--- config.mk ---
export PLATFORM = sky130hd
export DESIGN_NAME = floor_controller_top
export DESIGN_NICKNAME = d
export VERILOG_FILES = /design/src/source/elevator_pkg.sv /design/src/source/button_conditioner.sv /design/src/source/dispatch_controller.sv /design/src/source/floor_controller_top.sv /design/src/source/floor_request_cell.sv
export VERILOG_INCLUDE_DIRS = /design/src /design/src/source
export SDC_FILE = /design/constraint.sdc
export NUM_CORES = 1
export LEC_CHECK = 0
export ABC_AREA = 1
export BUFFER_PORTS_ARGS = -buffer_cell sky130_fd_sc_hd__clkbuf_2
export CORE_ASPECT_RATIO = 0.75
export CORE_UTILIZATION = 30
export CTS_BUF_LIST = sky130_fd_sc_hd__clkbuf_16
export CTS_CLUSTER_SIZE = 25
export DETAILED_ROUTE_END_ITERATION = 10
export SYNTH_ARGS = -nofsm -noshare
export SYNTH_HDL_FRONTEND = slang
export SYNTH_HIERARCHICAL = 1
export SYNTH_SLANG_ARGS = --single-unit
--- constraint.sdc ---
create_clock -name clock -period 1.5 [get_ports clock]
set_input_delay 0.075 -clock clock [delete_from_list [all_inputs] [get_ports clock]]
set_output_delay 0.075 -clock clock [all_outputs]
set_load 0.01 [all_outputs]
--- src/source/elevator_macros.svh ---
//////////////////////////////////////////////////
// Floor count and floor index width for the car
//////////////////////////////////////////////////

`ifndef ELEVATOR_MACROS_SVH
`define ELEVATOR_MACROS_SVH

// Floors 1 through 11 map to indices 0 through 10
`define FLOOR_COUNT 11

// Wide enough for index 10
`define FLOOR_WIDTH 4

`endif

--- src/source/elevator_pkg.sv ---
//////////////////////////////////////////////////
// Shared types for the floor request controller
// Floor index, per-floor mask, dispatch states
//////////////////////////////////////////////////

`include "elevator_macros.svh"

package elevator_pkg;

    // Floor index, 0 is floor 1
    typedef logic [`FLOOR_WIDTH-1:0] floor_t;

    // One bit per floor for buttons, lights and strobes
    typedef logic [`FLOOR_COUNT-1:0] floor_mask_t;

    // Dispatch handshake states
    typedef enum logic [1:0] {
        STATE_IDLE    = 2'd0,
        STATE_REQUEST = 2'd1,
        STATE_RELEASE = 2'd2
    } dispatch_state_t;

endpackage

--- src/source/button_conditioner.sv ---
//////////////////////////////////////////////////
// Button synchronizer and per-floor strobe decode
//////////////////////////////////////////////////

`timescale 1ns/1ps
`include "elevator_macros.svh"

module button_conditioner (
    input  logic                      clock,
    input  logic                      reset_n,
    input  elevator_pkg::floor_mask_t floor_call_buttons,
    input  elevator_pkg::floor_mask_t panel_buttons,
    input  logic                      door_open_button,
    input  logic                      door_close_button,
    input  logic                      emergency_button,
    input  logic                      power_switch,
    input  logic                      idle_at_floor,
    input  elevator_pkg::floor_t      current_floor,
    input  elevator_pkg::floor_t      arrival_floor,
    input  logic                      arrival,
    output elevator_pkg::floor_mask_t call_set,
    output elevator_pkg::floor_mask_t panel_set,
    output elevator_pkg::floor_mask_t arrival_clear,
    output logic                      door_open_sync,
    output logic                      door_close_sync,
    output logic                      dispatch_enable
);
    import elevator_pkg::*;

    // Both button masks plus door, emergency and power
    localparam int SYNC_WIDTH = 2 * `FLOOR_COUNT + 4;

    logic [SYNC_WIDTH-1:0] sync_stage1;
    logic [SYNC_WIDTH-1:0] sync_stage2;
    floor_mask_t           call_sync;
    floor_mask_t           panel_sync;
    floor_mask_t           floor_here;
    floor_mask_t           set_allow;
    logic                  emergency_sync;
    logic                  power_sync;

    //////////////////////////////////////////////////
    // Two-stage synchronizer
    //////////////////////////////////////////////////
    always_ff @(posedge clock or negedge reset_n) begin
        if (!reset_n) begin
            sync_stage1 <= '0;
            sync_stage2 <= '0;
        end else begin
            sync_stage1 <= {floor_call_buttons, panel_buttons, door_open_button,
                            door_close_button, emergency_button, power_switch};
            sync_stage2 <= sync_stage1;
        end
    end

    assign {call_sync, panel_sync, door_open_sync, door_close_sync,
            emergency_sync, power_sync} = sync_stage2;

    assign dispatch_enable = power_sync && !emergency_sync;

    //////////////////////////////////////////////////
    // Strobe decode
    //////////////////////////////////////////////////
    always_comb begin
        floor_here    = '0;
        arrival_clear = '0;
        for (int i = 0; i < `FLOOR_COUNT; i++) begin
            // A parked car swallows presses at its own floor
            floor_here[i]    = idle_at_floor && (current_floor == floor_t'(i));
            arrival_clear[i] = arrival && (arrival_floor == floor_t'(i));
        end
    end

    assign set_allow = dispatch_enable ? ~floor_here : '0;
    assign call_set  = call_sync & set_allow;
    assign panel_set = panel_sync & set_allow;

endmodule

--- src/source/dispatch_controller.sv ---
//////////////////////////////////////////////////
// Direction-priority target selection
// Four-phase req/ack FSM toward the car drive
// Door open and close permits
//////////////////////////////////////////////////

`timescale 1ns/1ps
`include "elevator_macros.svh"

module dispatch_controller (
    input  logic                      clock,
    input  logic                      reset_n,
    input  elevator_pkg::floor_mask_t pending_above,
    input  elevator_pkg::floor_mask_t pending_below,
    input  logic                      dispatch_enable,
    input  logic                      door_open_sync,
    input  logic                      door_close_sync,
    input  logic                      power_switch,
    input  logic                      move_ack,
    output logic                      move_req,
    output logic                      direction_up,
    output logic                      arrival,
    output logic                      idle_at_floor,
    output logic                      door_open_allowed,
    output logic                      door_close_allowed,
    output elevator_pkg::floor_t      target_floor
);
    import elevator_pkg::*;

    dispatch_state_t state;
    floor_t          nearest_above;
    floor_t          nearest_below;
    floor_t          next_target;
    logic            found_above;
    logic            found_below;
    logic            next_up;
    logic            launch;
    logic            door_window;

    //////////////////////////////////////////////////
    // Nearest pending floor on each side
    //////////////////////////////////////////////////
    always_comb begin
        nearest_above = '0;
        nearest_below = '0;
        // Lowest index above the car is the closest one
        for (int i = `FLOOR_COUNT - 1; i >= 0; i--) begin
            if (pending_above[i]) begin
                nearest_above = floor_t'(i);
            end
        end
        // Highest index below the car is the closest one
        for (int i = 0; i < `FLOOR_COUNT; i++) begin
            if (pending_below[i]) begin
                nearest_below = floor_t'(i);
            end
        end
    end

    assign found_above = |pending_above;
    assign found_below = |pending_below;

    // Keep going the same way while there is work ahead, else reverse
    always_comb begin
        if (direction_up) begin
            if (found_above) begin
                next_target = nearest_above;
                next_up     = 1'b1;
            end else begin
                next_target = nearest_below;
                next_up     = 1'b0;
            end
        end else begin
            if (found_below) begin
                next_target = nearest_below;
                next_up     = 1'b0;
            end else begin
                next_target = nearest_above;
                next_up     = 1'b1;
            end
        end
    end

    assign launch = (state == STATE_IDLE) && dispatch_enable && (found_above || found_below);

    //////////////////////////////////////////////////
    // Handshake FSM
    //////////////////////////////////////////////////
    always_ff @(posedge clock or negedge reset_n) begin
        if (!reset_n) begin
            state        <= STATE_IDLE;
            move_req     <= 1'b0;
            target_floor <= '0;
            direction_up <= 1'b1;
        end else begin
            case (state)
                STATE_IDLE: begin
                    if (launch) begin
                        target_floor <= next_target;
                        direction_up <= next_up;
                        move_req     <= 1'b1;
                        state        <= STATE_REQUEST;
                    end
                end
                STATE_REQUEST: begin
                    // Target and direction hold until the car answers
                    if (move_ack) begin
                        move_req <= 1'b0;
                        state    <= STATE_RELEASE;
                    end
                end
                STATE_RELEASE: begin
                    if (!move_ack) begin
                        state <= STATE_IDLE;
                    end
                end
                default: begin
                    move_req <= 1'b0;
                    state    <= STATE_IDLE;
                end
            endcase
        end
    end

    // Clears the target floor's lights on the ack edge
    assign arrival = (state == STATE_REQUEST) && move_ack;

    // Car parked, either idle or finishing the handshake at its target
    assign idle_at_floor = (state != STATE_REQUEST);

    //////////////////////////////////////////////////
    // Door permits
    //////////////////////////////////////////////////
    assign door_window = (state == STATE_IDLE) && !launch && power_switch;

    always_ff @(posedge clock or negedge reset_n) begin
        if (!reset_n) begin
            door_open_allowed  <= 1'b0;
            door_close_allowed <= 1'b0;
        end else begin
            door_open_allowed  <= door_window && door_open_sync;
            door_close_allowed <= door_window && door_close_sync;
        end
    end

endmodule

--- src/source/floor_controller_top.sv ---
//////////////////////////////////////////////////
// Floor request controller top level
// Conditioner, per-floor request cells, dispatcher
//////////////////////////////////////////////////

`timescale 1ns/1ps
`include "elevator_macros.svh"

module floor_controller_top (
    input  logic                      clock,
    input  logic                      reset_n,
    input  elevator_pkg::floor_mask_t floor_call_buttons,
    input  elevator_pkg::floor_mask_t panel_buttons,
    input  logic                      door_open_button,
    input  logic                      door_close_button,
    input  logic                      emergency_button,
    input  logic                      power_switch,
    input  elevator_pkg::floor_t      current_floor,
    input  logic                      move_ack,
    output logic                      move_req,
    output elevator_pkg::floor_t      target_floor,
    output logic                      direction_up,
    output elevator_pkg::floor_mask_t call_lights,
    output elevator_pkg::floor_mask_t panel_lights,
    output logic                      door_open_allowed,
    output logic                      door_close_allowed
);
    import elevator_pkg::*;

    floor_mask_t call_set;
    floor_mask_t panel_set;
    floor_mask_t arrival_clear;
    floor_mask_t pending_above;
    floor_mask_t pending_below;
    logic        door_open_sync;
    logic        door_close_sync;
    logic        dispatch_enable;
    logic        idle_at_floor;
    logic        arrival;

    button_conditioner i_button_conditioner (
        .clock              (clock),
        .reset_n            (reset_n),
        .floor_call_buttons (floor_call_buttons),
        .panel_buttons      (panel_buttons),
        .door_open_button   (door_open_button),
        .door_close_button  (door_close_button),
        .emergency_button   (emergency_button),
        .power_switch       (power_switch),
        .idle_at_floor      (idle_at_floor),
        .current_floor      (current_floor),
        .arrival_floor      (target_floor),
        .arrival            (arrival),
        .call_set           (call_set),
        .panel_set          (panel_set),
        .arrival_clear      (arrival_clear),
        .door_open_sync     (door_open_sync),
        .door_close_sync    (door_close_sync),
        .dispatch_enable    (dispatch_enable)
    );

    // One request cell per floor
    for (genvar i = 0; i < `FLOOR_COUNT; i++) begin : g_floor
        floor_request_cell #(
            .FLOOR_INDEX (i)
        ) i_floor_request_cell (
            .clock         (clock),
            .reset_n       (reset_n),
            .call_set      (call_set[i]),
            .panel_set     (panel_set[i]),
            .arrival_clear (arrival_clear[i]),
            .current_floor (current_floor),
            .call_light    (call_lights[i]),
            .panel_light   (panel_lights[i]),
            // Already folded into above and below
            .pending       (),
            .above         (pending_above[i]),
            .below         (pending_below[i])
        );
    end

    dispatch_controller i_dispatch_controller (
        .clock              (clock),
        .reset_n            (reset_n),
        .pending_above      (pending_above),
        .pending_below      (pending_below),
        .dispatch_enable    (dispatch_enable),
        .door_open_sync     (door_open_sync),
        .door_close_sync    (door_close_sync),
        .power_switch       (power_switch),
        .move_ack           (move_ack),
        .move_req           (move_req),
        .direction_up       (direction_up),
        .arrival            (arrival),
        .idle_at_floor      (idle_at_floor),
        .door_open_allowed  (door_open_allowed),
        .door_close_allowed (door_close_allowed),
        .target_floor       (target_floor)
    );

endmodule

--- src/source/floor_request_cell.sv ---
//////////////////////////////////////////////////
// One floor's call and panel lights
// Reports whether its request is above or below the car
//////////////////////////////////////////////////

`timescale 1ns/1ps

module floor_request_cell #(
    parameter int FLOOR_INDEX = 0
) (
    input  logic                 clock,
    input  logic                 reset_n,
    input  logic                 call_set,
    input  logic                 panel_set,
    input  logic                 arrival_clear,
    input  elevator_pkg::floor_t current_floor,
    output logic                 call_light,
    output logic                 panel_light,
    output logic                 pending,
    output logic                 above,
    output logic                 below
);
    import elevator_pkg::*;

    localparam floor_t OWN_FLOOR = floor_t'(FLOOR_INDEX);

    // Arrival clear wins over a press on the same edge
    always_ff @(posedge clock or negedge reset_n) begin
        if (!reset_n) begin
            call_light  <= 1'b0;
            panel_light <= 1'b0;
        end else if (arrival_clear) begin
            call_light  <= 1'b0;
            panel_light <= 1'b0;
        end else begin
            if (call_set) begin
                call_light <= 1'b1;
            end
            if (panel_set) begin
                panel_light <= 1'b1;
            end
        end
    end

    assign pending = call_light || panel_light;

    // Position of this floor relative to the car
    assign above = pending && (OWN_FLOOR > current_floor);
    assign below = pending && (OWN_FLOOR < current_floor);

endmodule

==> flow_summary_export.csv <==
group,metric,value,unit
detailed_routing,first_pass_iters,4,
critical_path,path_max_fanout,5,
global_routing,grt_pass1_vias,3326,
detailed_routing,wirelength,9.19,mm
pwr,power_density,1370,nW/um2
clock_network,cts_tree,"built",
pwr,peakVddDrop,0.000699,V
sta,finalSetupViolations,9,
detailed_routing,via_per_inst,4.17,
detailed_routing,route.detailed.drc,0,
sta,layout_setup_ws,-192,ps
flow_run,drv_cap,0,
global_routing,grt_pass1_wl,15.6,mm
clock_network,htree_levels,3,
placed_design,routabilityCongestion,0.823,
sta,hold_viol,0,
placed_design,post_dp_cell_area,4520,um2
sta,fin_tns_setup,-1160,ps
critical_path,criticalPathCategory,"flip-flop to flip-flop",
final_layout,stdcell_area,5350,um2
detailed_routing,avgRoutedWirePerCell,11.9,um
clock_network,numCtsBuffers,9,
worst_hold_path,min_path_type,"primary input to asynchronous set/reset pin",
sta,period_share,113,%
final_layout,multi_input_area,1320,um2
pwr,swShare,32.7,%
run_status,violations,"setup timing",
placed_design,portBuffers,62,
pwr,total_power,0.00730,W
clock_network,clock_path_buffers,2,
sta,maxSlewViolCount,0,
sta,max_freq,591,MHz
final_layout,antennaDiodeCount,0,
global_routing,antenna_found_initial,0,
final_layout,seq_area,2100,um2
pwr,leakage,2.77,nW
clock_network,clock_sinks,84,
synth,syn_area,3650,um2
floorplan,die_h,97.5,um
sta,post-route-min-period,1690,ps
sta,rsz0062_at_grt,"yes",
synth,syn_nets,475,
clock_network,insertion_delay,340,ps
critical_path,critPathCaptureType,"flip-flop",
floorplan,die_w,129,um
clock_network,root_buffer,"clkbuf_16",
pwr,internal_power,0.00491,W
floorplan,num_rows,34,
pwr,combPwrFrac,30.0,%
floorplan,start_util,31.2,%
placed_design,place_hpwl,6.72,mm
critical_path,cp-start-kind,"flip-flop",
floorplan,core_region_area,11700,um2
pwr,switchingPower,0.00239,W
final_layout,final_util,45.7,%
synth,yosysWarnings,6,
critical_path,required,1730,ps
global_routing,grt_max_degree,41,
final_layout,area_growth,46.7,%
detailed_routing,via_count,3230,
sta,clock_skew,5.92,ps
detailed_routing,first_iter_violations,134,
clock_network,path_clk_slew,60,ps
floorplan,ios,63,
synth,netlist_instances,442,
final_layout,drive_gt1_share,33.1,%
run_status,status,"complete, but fails checks",
final_layout,fin_nets,641,
global_routing,globalRouteTotalUtil,16.5,%
floorplan,die_area,12600,um2
synth,synth.avg_cell_area,8.25,um2
global_routing,gr-total-overflow,0,
detailed_routing,ant_nets,0,
pwr,power_frac_seq,39.5,%
critical_path,arrival,1920,ps
final_layout,fill_cells,1148,
pwr,p_clk_share,30.5,%
-- placed cells by master (no fill, tap or decap), drive strengths merged --
cell type / instances
nor2: 131
nand2: 90
inv: 87
dfrtp: 83
clkbuf: 70
buf: 67
dlygate4sd3: 28
nand3: 19
o21ai: 11
a21oi: 10
clkinvlp: 3
nand4: 3
nand3b: 2
a31oi: 2
bufinv: 1
conb: 1
nor2b: 1
nor3: 1
clkinv: 1
a211oi: 1
dfstp: 1
-- sequential cells by signal (all words and copies together), names as in the netlist --
register	cells
g_floor.i_floor_request_cell/call_light	11
i_dispatch_controller/state	2
i_button_conditioner/sync_stage1	26
i_dispatch_controller/door_close_allowed	1
i_dispatch_controller/move_req	1
i_dispatch_controller/door_open_allowed	1
g_floor.i_floor_request_cell/panel_light	11
i_dispatch_controller/target_floor	4
i_button_conditioner/sync_stage2	26
i_dispatch_controller/direction_up	1
-- power groups by stage --
stage	clock network [W]	logic [W]	registers (W)
2_1_floorplan	0	0.000790	0.00303
3_3_place_gp	0	0.00197	0.00291
3_5_place_dp	0	0.00199	0.00292
4_1_cts	0.00231	0.00214	0.00289
5_1_grt	0.00240	0.00245	0.00293
6_report	0.00223	0.00219	0.00289
-- final cells by class --
cell class / count / share of cell area, %
flip-flops and latches: 84 / 39.3
multi-input cells: 272 / 24.7
repair buffers: 156 / 20.6
inverters: 85 / 5.99
clock buffers: 9 / 4.21
well taps: 162 / 3.79
clock inverters: 7 / 1.43
-- per-layer routing --
metal | share of wire [%] | vias up | global-route usage, %
met5 | 0 | - | 0
met4 | 1.4 | 0 | 5.97
met3 | 4.0 | 14 | 4.79
met2 | 45 | 51 | 24.8
met1 | 49 | 1518 | 22.3
li1 | - | 1647 | -
-- path summary, 6_finish.rpt --
check	from	endpoint	slack [ps]	depth (start not counted)
worst max-delay path	g_floor[7].i_floor_request_cell/call_light$_DFFE_PN0P_	i_dispatch_controller/move_req$_DFFE_PN0P_	-190	10
worst min-delay path	reset_n	i_button_conditioner/sync_stage1[16]$_DFF_PN0_	160	2
worst max register to register	g_floor[7].i_floor_request_cell/call_light$_DFFE_PN0P_	i_dispatch_controller/move_req$_DFFE_PN0P_	-190	10
worst min register to register	i_button_conditioner/sync_stage1[1]$_DFF_PN0_	i_button_conditioner/sync_stage2[1]$_DFF_PN0_	350	0
max in group asynchronous	reset_n	i_dispatch_controller/direction_up$_DFFE_PN1P_	690	3
min in group clock	i_button_conditioner/sync_stage1[1]$_DFF_PN0_	i_button_conditioner/sync_stage2[1]$_DFF_PN0_	350	0
-- critical path, cell delays in order, from the launching register on --
cell and delay (ps):
dfrtp_1 400, o21ai_2 150, nor2_2 60, nor2_2 160, nand3_2 130, nor2_4 170, nand2_4 80, nand2_4 100
nand2_4 80, a211oi_2 200, nor2_1 50
-- through the flow --
stage | instances | worst slack, ps | hold slack, ps
after floorplan | 442 | -4.44 | -221
after global placement | 712 | -172 | -15.4
after detailed placement | 712 | -230 | -17.5
after CTS | 765 | -87.0 | 154
after global routing | 775 | -310 | 180
final | 775 | -192 | 157
-- repair_timing --
item,4_1_cts,5_1_grt
gates cloned,1,0
hold buffers,28,0
endpoints found under the hold margin,104,0
pin swaps,3,12
setup buffers,8,10
setup endpoints to repair,9,10
gates resized for setup,15,14
No activity file was read; power rests on OpenSTA's default activity.
